## config.mk

```make
export PLATFORM = sky130hd
export DESIGN_NAME = scan_top
export DESIGN_NICKNAME = d
export VERILOG_FILES = /design/src/scan_pkg.sv /design/src/scan_shift_frame.sv /design/src/scan_addr_decode.sv /design/src/scan_cfg_bank.sv /design/src/scan_top.sv
export VERILOG_INCLUDE_DIRS = /design/src /design/src/src
export SDC_FILE = /design/constraint.sdc
export NUM_CORES = 2
export LEC_CHECK = 0
export BUFFER_PORTS_ARGS = -buffer_cell sky130_fd_sc_hd__buf_2
export CAP_MARGIN = 0
export CORE_ASPECT_RATIO = 0.6
export CORE_MARGIN = 10
export CORE_UTILIZATION = 45
export DETAILED_ROUTE_END_ITERATION = 12
export GPL_TIMING_DRIVEN = 1
export PLACE_DENSITY = 0.79
export SLEW_MARGIN = 40
export SYNTH_ARGS = -nofsm -noshare
export SYNTH_HDL_FRONTEND = slang
export SYNTH_SLANG_ARGS = --single-unit
```

## constraint.sdc

```tcl
create_clock -name scan_clk -period 3.95 [get_ports scan_clk]
set_input_delay 0.395 -clock scan_clk [delete_from_list [all_inputs] [get_ports scan_clk]]
set_output_delay 0.395 -clock scan_clk [all_outputs]
set_load 0.02 [all_outputs]
```

## src/scan_cfg.svh

```systemverilog
`ifndef SCAN_CFG_SVH
`define SCAN_CFG_SVH

// frame layout, address field sits above the data field
`define SCAN_ADDR_W 12
`define SCAN_DATA_W 128
`define SCAN_FRAME_W 140

`define SCAN_CHAINS 11

// chain addresses as seen in the frame address field
`define SCAN_ADDR_FE_BIAS 12'd300
`define SCAN_ADDR_CP16G 12'd100
`define SCAN_ADDR_TNH1_CASC 12'd500
`define SCAN_ADDR_TNH2_CASC 12'd800
`define SCAN_ADDR_CP8G 12'd200
`define SCAN_ADDR_VTC 12'd1000
`define SCAN_ADDR_SF 12'd700
`define SCAN_ADDR_TNH2_BIAS 12'd900
`define SCAN_ADDR_HPF 12'd400
`define SCAN_ADDR_MISC 12'd1100
`define SCAN_ADDR_TNH1_BIAS 12'd600

// analog control field widths
`define BIAS8_W 8
`define CP_CTRL_W 6
`define BIAS2_W 2
`define AMUX_W 9
`define CLK_INV_W 16

// lane counts per chain type
`define LANES 16
`define HPF_LANES 8
`define CP16G_LANES 8

`endif

```

## src/scan_pkg.sv

```systemverilog
`default_nettype none

`include "scan_cfg.svh"

package scan_pkg;

	// front end bias and common mode references, 32 bits
	typedef struct packed {
		logic [`BIAS8_W-1:0] hpf_biasn;
		logic [`BIAS8_W-1:0] hpf_biasp;
		logic [`BIAS8_W-1:0] ctle_cm_vref;
		logic [`BIAS8_W-1:0] abuf_cm_vref;
	} fe_bias_t;

	// 16G charge pump, 66 bits
	// ctrl[0] sits at the top, next to sel
	typedef struct packed {
		logic [`BIAS2_W-1:0] sel;
		logic [0:`CP16G_LANES-1][`CP_CTRL_W-1:0] ctrl;
		logic [`BIAS8_W-1:0] ctrln;
		logic [`BIAS8_W-1:0] ctrlp;
	} cp16g_t;

	// track and hold cascode bias, one byte per lane, 128 bits
	typedef struct packed {
		logic [0:`LANES-1][`BIAS8_W-1:0] lane;
	} casc_bias_t;

	// 8G charge pump, one control per lane, 96 bits
	typedef struct packed {
		logic [0:`LANES-1][`CP_CTRL_W-1:0] ctrl;
	} cp8g_t;

	// 2-bit per lane bias, shared by vtc, sf and both tnh stages
	typedef struct packed {
		logic [0:`LANES-1][`BIAS2_W-1:0] lane;
	} lane_bias2_t;

	// hpf bias, all biasn bytes above all biasp bytes
	typedef struct packed {
		logic [0:`HPF_LANES-1][`BIAS8_W-1:0] biasn;
		logic [0:`HPF_LANES-1][`BIAS8_W-1:0] biasp;
	} hpf_bias_t;

	// clocking and debug controls, 27 bits
	typedef struct packed {
		logic en_div_4to1;
		logic ringosc_en;
		logic [`AMUX_W-1:0] amux;
		logic [`CLK_INV_W-1:0] sel_clk_inv;
	} misc_ctrl_t;

	// full scan frame; the first bit shifted in lands in addr msb
	typedef struct packed {
		logic [`SCAN_ADDR_W-1:0] addr;
		logic [`SCAN_DATA_W-1:0] data;
	} scan_frame_t;

	// chain selected by an address
	// values double as the bit index into the load vector
	typedef enum logic [3:0] {
		CHAIN_FE_BIAS = 4'd0,
		CHAIN_CP16G = 4'd1,
		CHAIN_TNH1_CASC = 4'd2,
		CHAIN_TNH2_CASC = 4'd3,
		CHAIN_CP8G = 4'd4,
		CHAIN_VTC = 4'd5,
		CHAIN_SF = 4'd6,
		CHAIN_TNH2_BIAS = 4'd7,
		CHAIN_HPF = 4'd8,
		CHAIN_MISC = 4'd9,
		CHAIN_TNH1_BIAS = 4'd10,
		CHAIN_NONE = 4'd11
	} scan_chain_e;

endpackage

`default_nettype wire

```

## src/scan_shift_frame.sv

```systemverilog
`timescale 1ns/1ps
`default_nettype none

`include "scan_cfg.svh"

module scan_shift_frame
	import scan_pkg::*;
(
	input  logic        scan_clk,
	input  logic        rst,
	input  logic        scan_en,
	input  logic        scan_in,
	output scan_frame_t frame,
	output logic        update,
	output logic        scan_out
);

	logic [`SCAN_FRAME_W-1:0] shift_q;
	logic scan_en_q;
	logic scan_en_qq;

	// new bits enter at bit 0, the oldest bit leaves at the top
	always_ff @(posedge scan_clk) begin
		if (rst) begin
			shift_q <= '0;
		end else if (scan_en) begin
			shift_q <= {shift_q[`SCAN_FRAME_W-2:0], scan_in};
		end
	end

	// two samples of scan_en so the falling edge decodes from flops only
	always_ff @(posedge scan_clk) begin
		if (rst) begin
			scan_en_q <= 1'b0;
			scan_en_qq <= 1'b0;
		end else begin
			scan_en_q <= scan_en;
			scan_en_qq <= scan_en_q;
		end
	end

	// one cycle wide, starts at the first edge that samples scan_en low
	assign update = scan_en_qq & ~scan_en_q;

	assign frame = scan_frame_t'(shift_q);

	assign scan_out = shift_q[`SCAN_FRAME_W-1];

endmodule

`default_nettype wire

```

## src/scan_addr_decode.sv

```systemverilog
`timescale 1ns/1ps
`default_nettype none

`include "scan_cfg.svh"

module scan_addr_decode
	import scan_pkg::*;
(
	input  logic [`SCAN_ADDR_W-1:0] addr,
	input  logic                    update,
	output logic [`SCAN_CHAINS-1:0] load_en
);

	scan_chain_e chain;

	// address to chain lookup
	always_comb begin
		case (addr)
			`SCAN_ADDR_FE_BIAS:   chain = CHAIN_FE_BIAS;
			`SCAN_ADDR_CP16G:     chain = CHAIN_CP16G;
			`SCAN_ADDR_TNH1_CASC: chain = CHAIN_TNH1_CASC;
			`SCAN_ADDR_TNH2_CASC: chain = CHAIN_TNH2_CASC;
			`SCAN_ADDR_CP8G:      chain = CHAIN_CP8G;
			`SCAN_ADDR_VTC:       chain = CHAIN_VTC;
			`SCAN_ADDR_SF:        chain = CHAIN_SF;
			`SCAN_ADDR_TNH2_BIAS: chain = CHAIN_TNH2_BIAS;
			`SCAN_ADDR_HPF:       chain = CHAIN_HPF;
			`SCAN_ADDR_MISC:      chain = CHAIN_MISC;
			`SCAN_ADDR_TNH1_BIAS: chain = CHAIN_TNH1_BIAS;
			default:              chain = CHAIN_NONE;
		endcase
	end

	// one-hot load strobe, nothing for an unknown address
	always_comb begin
		load_en = '0;
		if (update && (chain != CHAIN_NONE)) begin
			load_en[chain] = 1'b1;
		end
	end

endmodule

`default_nettype wire

```

## src/scan_cfg_bank.sv

```systemverilog
`timescale 1ns/1ps
`default_nettype none

`include "scan_cfg.svh"

module scan_cfg_bank
	import scan_pkg::*;
(
	input  logic                    scan_clk,
	input  logic                    rst,
	input  logic [`SCAN_DATA_W-1:0] data,
	input  logic [`SCAN_CHAINS-1:0] load_en,
	output fe_bias_t                fe_bias,
	output cp16g_t                  cp16g,
	output casc_bias_t              tnh1_casc,
	output casc_bias_t              tnh2_casc,
	output cp8g_t                   cp8g,
	output lane_bias2_t             vtc_bias,
	output lane_bias2_t             sf_bias,
	output lane_bias2_t             tnh2_bias,
	output hpf_bias_t               hpf_bias,
	output misc_ctrl_t              misc_ctrl,
	output lane_bias2_t             tnh1_bias
);

	// power-up settings of the analog front end
	localparam fe_bias_t FE_BIAS_RST = '{
		hpf_biasn: 8'd175,
		hpf_biasp: 8'd175,
		ctle_cm_vref: 8'd175,
		abuf_cm_vref: 8'd163
	};

	localparam cp16g_t CP16G_RST = '{
		sel: 2'd2,
		ctrl: {6'd38, 6'd36, 6'd42, 6'd40, 6'd32, 6'd36, 6'd20, 6'd18},
		ctrln: 8'd0,
		ctrlp: 8'd255
	};

	localparam casc_bias_t TNH1_CASC_RST = '{lane: {`LANES{8'd165}}};
	localparam casc_bias_t TNH2_CASC_RST = '{lane: {`LANES{8'd128}}};

	// lane 0 first
	localparam cp8g_t CP8G_RST = '{
		ctrl: {6'd22, 6'd24, 6'd24, 6'd30, 6'd24, 6'd26, 6'd28, 6'd28,
			6'd26, 6'd26, 6'd26, 6'd26, 6'd18, 6'd26, 6'd26, 6'd28}
	};

	localparam lane_bias2_t LANE_BIAS2_RST = '{lane: '0};

	localparam hpf_bias_t HPF_RST = '{
		biasn: {`HPF_LANES{8'd179}},
		biasp: {`HPF_LANES{8'd179}}
	};

	localparam misc_ctrl_t MISC_RST = '{
		en_div_4to1: 1'b0,
		ringosc_en: 1'b0,
		amux: 9'd1,
		sel_clk_inv: 16'd0
	};

	// each chain keeps only its own width, taken from the low data bits
	always_ff @(posedge scan_clk) begin
		if (rst) begin
			fe_bias <= FE_BIAS_RST;
			cp16g <= CP16G_RST;
			tnh1_casc <= TNH1_CASC_RST;
			tnh2_casc <= TNH2_CASC_RST;
			cp8g <= CP8G_RST;
			vtc_bias <= LANE_BIAS2_RST;
			sf_bias <= LANE_BIAS2_RST;
			tnh2_bias <= LANE_BIAS2_RST;
			hpf_bias <= HPF_RST;
			misc_ctrl <= MISC_RST;
			tnh1_bias <= LANE_BIAS2_RST;
		end else begin
			if (load_en[CHAIN_FE_BIAS])
				fe_bias <= fe_bias_t'(data[$bits(fe_bias_t)-1:0]);
			if (load_en[CHAIN_CP16G])
				cp16g <= cp16g_t'(data[$bits(cp16g_t)-1:0]);
			if (load_en[CHAIN_TNH1_CASC])
				tnh1_casc <= casc_bias_t'(data[$bits(casc_bias_t)-1:0]);
			if (load_en[CHAIN_TNH2_CASC])
				tnh2_casc <= casc_bias_t'(data[$bits(casc_bias_t)-1:0]);
			if (load_en[CHAIN_CP8G])
				cp8g <= cp8g_t'(data[$bits(cp8g_t)-1:0]);
			if (load_en[CHAIN_VTC])
				vtc_bias <= lane_bias2_t'(data[$bits(lane_bias2_t)-1:0]);
			if (load_en[CHAIN_SF])
				sf_bias <= lane_bias2_t'(data[$bits(lane_bias2_t)-1:0]);
			if (load_en[CHAIN_TNH2_BIAS])
				tnh2_bias <= lane_bias2_t'(data[$bits(lane_bias2_t)-1:0]);
			if (load_en[CHAIN_HPF])
				hpf_bias <= hpf_bias_t'(data[$bits(hpf_bias_t)-1:0]);
			if (load_en[CHAIN_MISC])
				misc_ctrl <= misc_ctrl_t'(data[$bits(misc_ctrl_t)-1:0]);
			if (load_en[CHAIN_TNH1_BIAS])
				tnh1_bias <= lane_bias2_t'(data[$bits(lane_bias2_t)-1:0]);
		end
	end

endmodule

`default_nettype wire

```

## src/scan_top.sv

```systemverilog
`timescale 1ns/1ps
`default_nettype none

`include "scan_cfg.svh"

module scan_top
	import scan_pkg::*;
(
	input  logic        scan_clk,
	input  logic        rst,
	input  logic        scan_en,
	input  logic        scan_in,
	output logic        scan_out,
	output fe_bias_t    fe_bias,
	output cp16g_t      cp16g,
	output casc_bias_t  tnh1_casc,
	output casc_bias_t  tnh2_casc,
	output cp8g_t       cp8g,
	output lane_bias2_t vtc_bias,
	output lane_bias2_t sf_bias,
	output lane_bias2_t tnh2_bias,
	output hpf_bias_t   hpf_bias,
	output misc_ctrl_t  misc_ctrl,
	output lane_bias2_t tnh1_bias
);

	scan_frame_t frame;
	logic update;
	logic [`SCAN_CHAINS-1:0] load_en;

	scan_shift_frame u_shift_frame (
		.scan_clk(scan_clk),
		.rst(rst),
		.scan_en(scan_en),
		.scan_in(scan_in),
		.frame(frame),
		.update(update),
		.scan_out(scan_out)
	);

	scan_addr_decode u_addr_decode (
		.addr(frame.addr),
		.update(update),
		.load_en(load_en)
	);

	// analog-facing configuration registers
	scan_cfg_bank u_cfg_bank (
		.scan_clk(scan_clk),
		.rst(rst),
		.data(frame.data),
		.load_en(load_en),
		.fe_bias(fe_bias),
		.cp16g(cp16g),
		.tnh1_casc(tnh1_casc),
		.tnh2_casc(tnh2_casc),
		.cp8g(cp8g),
		.vtc_bias(vtc_bias),
		.sf_bias(sf_bias),
		.tnh2_bias(tnh2_bias),
		.hpf_bias(hpf_bias),
		.misc_ctrl(misc_ctrl),
		.tnh1_bias(tnh1_bias)
	);

endmodule

`default_nettype wire

```

==> metrics.csv <==
stage,metric,value,unit
global_route,total gr overflow,0,
hold_path,Min-Delay Startpoint,rst,
worst_setup_path,WS Path Type,register to register,
sta,Final Hold Viols,0,
routing,Antenna Violating Nets Remaining,0,
worst_setup_path,"Arr. time, crit path",2.91,ns
global_route,vias in the first global route,24160,
cts,TritonCTS Sinks,875,
cts,clock-pin slew on the worst setup and hold paths,0.07,ns
sta,final setup fails,0,
outcome,outcome,"complete, no violations",
synthesis,Synth area leaders,"dfxtp_1 (52%), mux2i_1 (26%), nand2b_1 (11%)",
floorplanning,IO Pins,738,
routing,wire length on met2,47680,microns
sta,Layout Skew,0.02025,ns
placement,GP Congestion,0.8113,
placement,"Cell Area, Placed",0.03765,sq mm
worst_setup_path,CP max FO,44,
placement,port bufs,737,
synthesis,"top cells by count, synth","dfxtp_1 (875), mux2i_1 (873), nand2b_1 (600), nor2_1 (506), clkbuf_1 (120)",
synthesis,yosys synthesis warning count,0,
finish,Layout Nets,3757,
synthesis,ys async rst share,0,
finish,Layout area overhead,21.24,%
synthesis,Mean Syn Cell Area,10.62,sq um
sta,setup_tns,0,ns
global_route,first-pass GRT wire length,154900,microns
synthesis,number of flops mapped to enable cells by yosys,0,
synthesis,sequential area share after synthesis,0.5247,
sta,RSZ-0062 raised after global routing,no,
job,Max-Cap Viols,0,
worst_setup_path,Critical Path End Type,register,
worst_setup_path,Worst EP required,4.51,ns
cts,Root Buffer,clkbuf_16,
cts,Max Buffers Root-to-Sink,3,
floorplanning,Die W,371.6,microns
global_route,gr usage total,0.2304,
finish,diode count,0,
routing,met1 WL,46950,microns
global_route,pin count of the biggest net entering global routing,200,
sta,Fmax achieved,425.6,MHz
global_route,initial antenna violation count,4,
synthesis,Synth top area share,0.5247,
routing,Residual DRC,0,
sta,max-slew violation count,0,
floorplanning,placeable core area,0.07361,sq mm
cts,TritonCTS clock tree,done,
sta,Slew @ Worst Pin,0.9022,ns
finish,ratio of cells with drive above 1 in the final layout,0.2402,
routing,Total Wirelength,105200,microns
cts,worst skew pair latency,0.63,ns
routing,drt first-iter violations,1771,
sta,Final Critical Period,2.350,ns
placement,dpl hpwl,75030,microns
synthesis,Post-Syn Area,0.03338,sq mm
synthesis,"count leader, synth",dfxtp_1,
sta,Tcrit/Tclk final,0.5949,
synthesis,"area leader, netlist",dfxtp_1,
routing,vias,24540,
cts,post-CTS setup buffers,0,
routing,DR pass1 iterations,5,
sta,tightest hold margin,0.3005,ns
finish,Finished Cell Area,0.04047,sq mm
floorplanning,die area,0.08583,sq mm
power,peak supply drop,0.3600,mV
floorplanning,initial cell density of the core,0.4535,
finish,FF/Latch Area,0.01752,sq mm
finish,Fill cells,6372,
routing,wire per inst,21.90,microns
cts,post_cts resized,0,
synthesis,Yosys cell types,23,
worst_setup_path,startpoint types,register,
floorplanning,FP Rows,77,
worst_setup_path,startpoint of the worst setup timing path,u_shift_frame.frame[135],
cts,total CTS buffers,80,
placement,pre-CTS setup slack,1.667,ns
routing,post-DR vias/cell,5.109,
synthesis,ys flop type,dfxtp_1,
power,Pleak,19.65,nW
cts,H-tree level count,3,
synthesis,Post-Syn Instances,3142,
finish,Multi-input gate area,0.01475,sq mm
sta,Slew HR,0.3985,
worst_setup_path,FF-to-FF Start,u_shift_frame.frame[135],
synthesis,#FFs+latches synth,875,
synthesis,syn nets,3146,
routing,Top Metal Used,met4,
hold_path,Hold WC Path Type,primary input to register,
routing,met3 WL,7451,microns
floorplanning,Die Y,231.0,microns
sta,final worst slack,1.600,ns
power,PwrDens,431.6,mW/mm^2
metrics by stage:
stage | instances | utilization | power, W
global placement | 4657 | 0.5115 | 0.009431
detailed placement | 4657 | 0.5116 | 0.009431
global route | 4804 | 0.5498 | 0.01792
floorplan | 3142 | - | 0.009341
finish | 4804 | 0.5498 | 0.01747
CTS | 4804 | 0.5498 | 0.01756
kinds of logic after synthesis:
group         share of synthesized area
simple gates                     0.1796
flops                            0.5247
mux                              0.2618
buf+inv                         0.03392
flip-flops by register name, indices dropped and copies added, names as in the netlist:
signal                    flops
u_cfg_bank.tnh1_casc        128
u_cfg_bank.hpf_bias         128
u_cfg_bank.tnh2_casc        128
u_cfg_bank.cp16g             66
u_cfg_bank.cp8g              96
u_cfg_bank.vtc_bias          32
u_cfg_bank.fe_bias           32
u_cfg_bank.tnh1_bias         32
u_shift_frame.scan_en_qq      1
u_cfg_bank.sf_bias           32
u_shift_frame.frame         140
u_cfg_bank.misc_ctrl         27
u_shift_frame.scan_en_q       1
u_cfg_bank.tnh2_bias         32
what timing repair did:
action,in CTS,in global routing
endpoints found under the hold margin,1,0
setup endpoints to repair,0,0
hold buffers,1,0
power by group:
part	internal (W)	total [W]	switching, W	leakage, nW
sequential	0.00882	0.00882	0.00000264	7.06
clock	0.00475	0.00824	0.00348	1.38
combinational	0.000160	0.000409	0.000249	11.2
routing by layer:
layer / GRT usage / vias to the layer above
met5: 0 / -
met4: 0.07387 / 0
met3: 0.05833 / 182
met2: 0.3606 / 740
met1: 0.3092 / 12050
li1: - / 11570
worst max-delay path: stages (launching register included):
cell     delay, ns
dfxtp_1       0.52
nor4b_1       0.33
and4_4        0.71
buf_12        0.38
mux2i_1       0.23
layout by cell type, fill, tap and decap left out, drive strengths merged:
| cell | netlist | routed |
|---|---|---|
| buf | 127 | 775 |
| nor3 | 2 | 2 |
| dfxtp | 875 | 875 |
| nand2b | 600 | 600 |
| clkinvlp | 0 | 1 |
| nor2 | 506 | 506 |
| nor2b | 4 | 4 |
| mux2i | 873 | 873 |
| nor3b | 4 | 4 |
| clkinv | 0 | 16 |
| inv | 0 | 4 |
| nor4b | 6 | 6 |
| and3b | 3 | 3 |
| clkbuf | 120 | 117 |
| and4bb | 4 | 4 |
| and3 | 2 | 2 |
| dlygate4sd3 | 0 | 1 |
| bufinv | 0 | 8 |
| nand4 | 9 | 9 |
| and4 | 4 | 4 |
| nor4 | 2 | 2 |
| and4b | 1 | 1 |
final timing paths:
kind | depth (start not counted) | endpoint | slack (ns)
worst max register to register | 4 | u_cfg_bank.hpf_bias[50] | 1.60
worst min register to register | 2 | u_cfg_bank.tnh1_casc[81] | 0.47
worst max-delay path | 4 | u_cfg_bank.hpf_bias[50] | 1.60
worst min-delay path | 2 | u_shift_frame.frame[19] | 0.30
cell type report:
cell class,instances,area share
sequential,875,0.4328
multi-input combinational,2020,0.3644
timing repair buffer,776,0.1030
clock buffer,117,0.05889
tap,987,0.03051
clock inverter,29,0.01029
No activity file was read; power rests on OpenSTA's default activity.
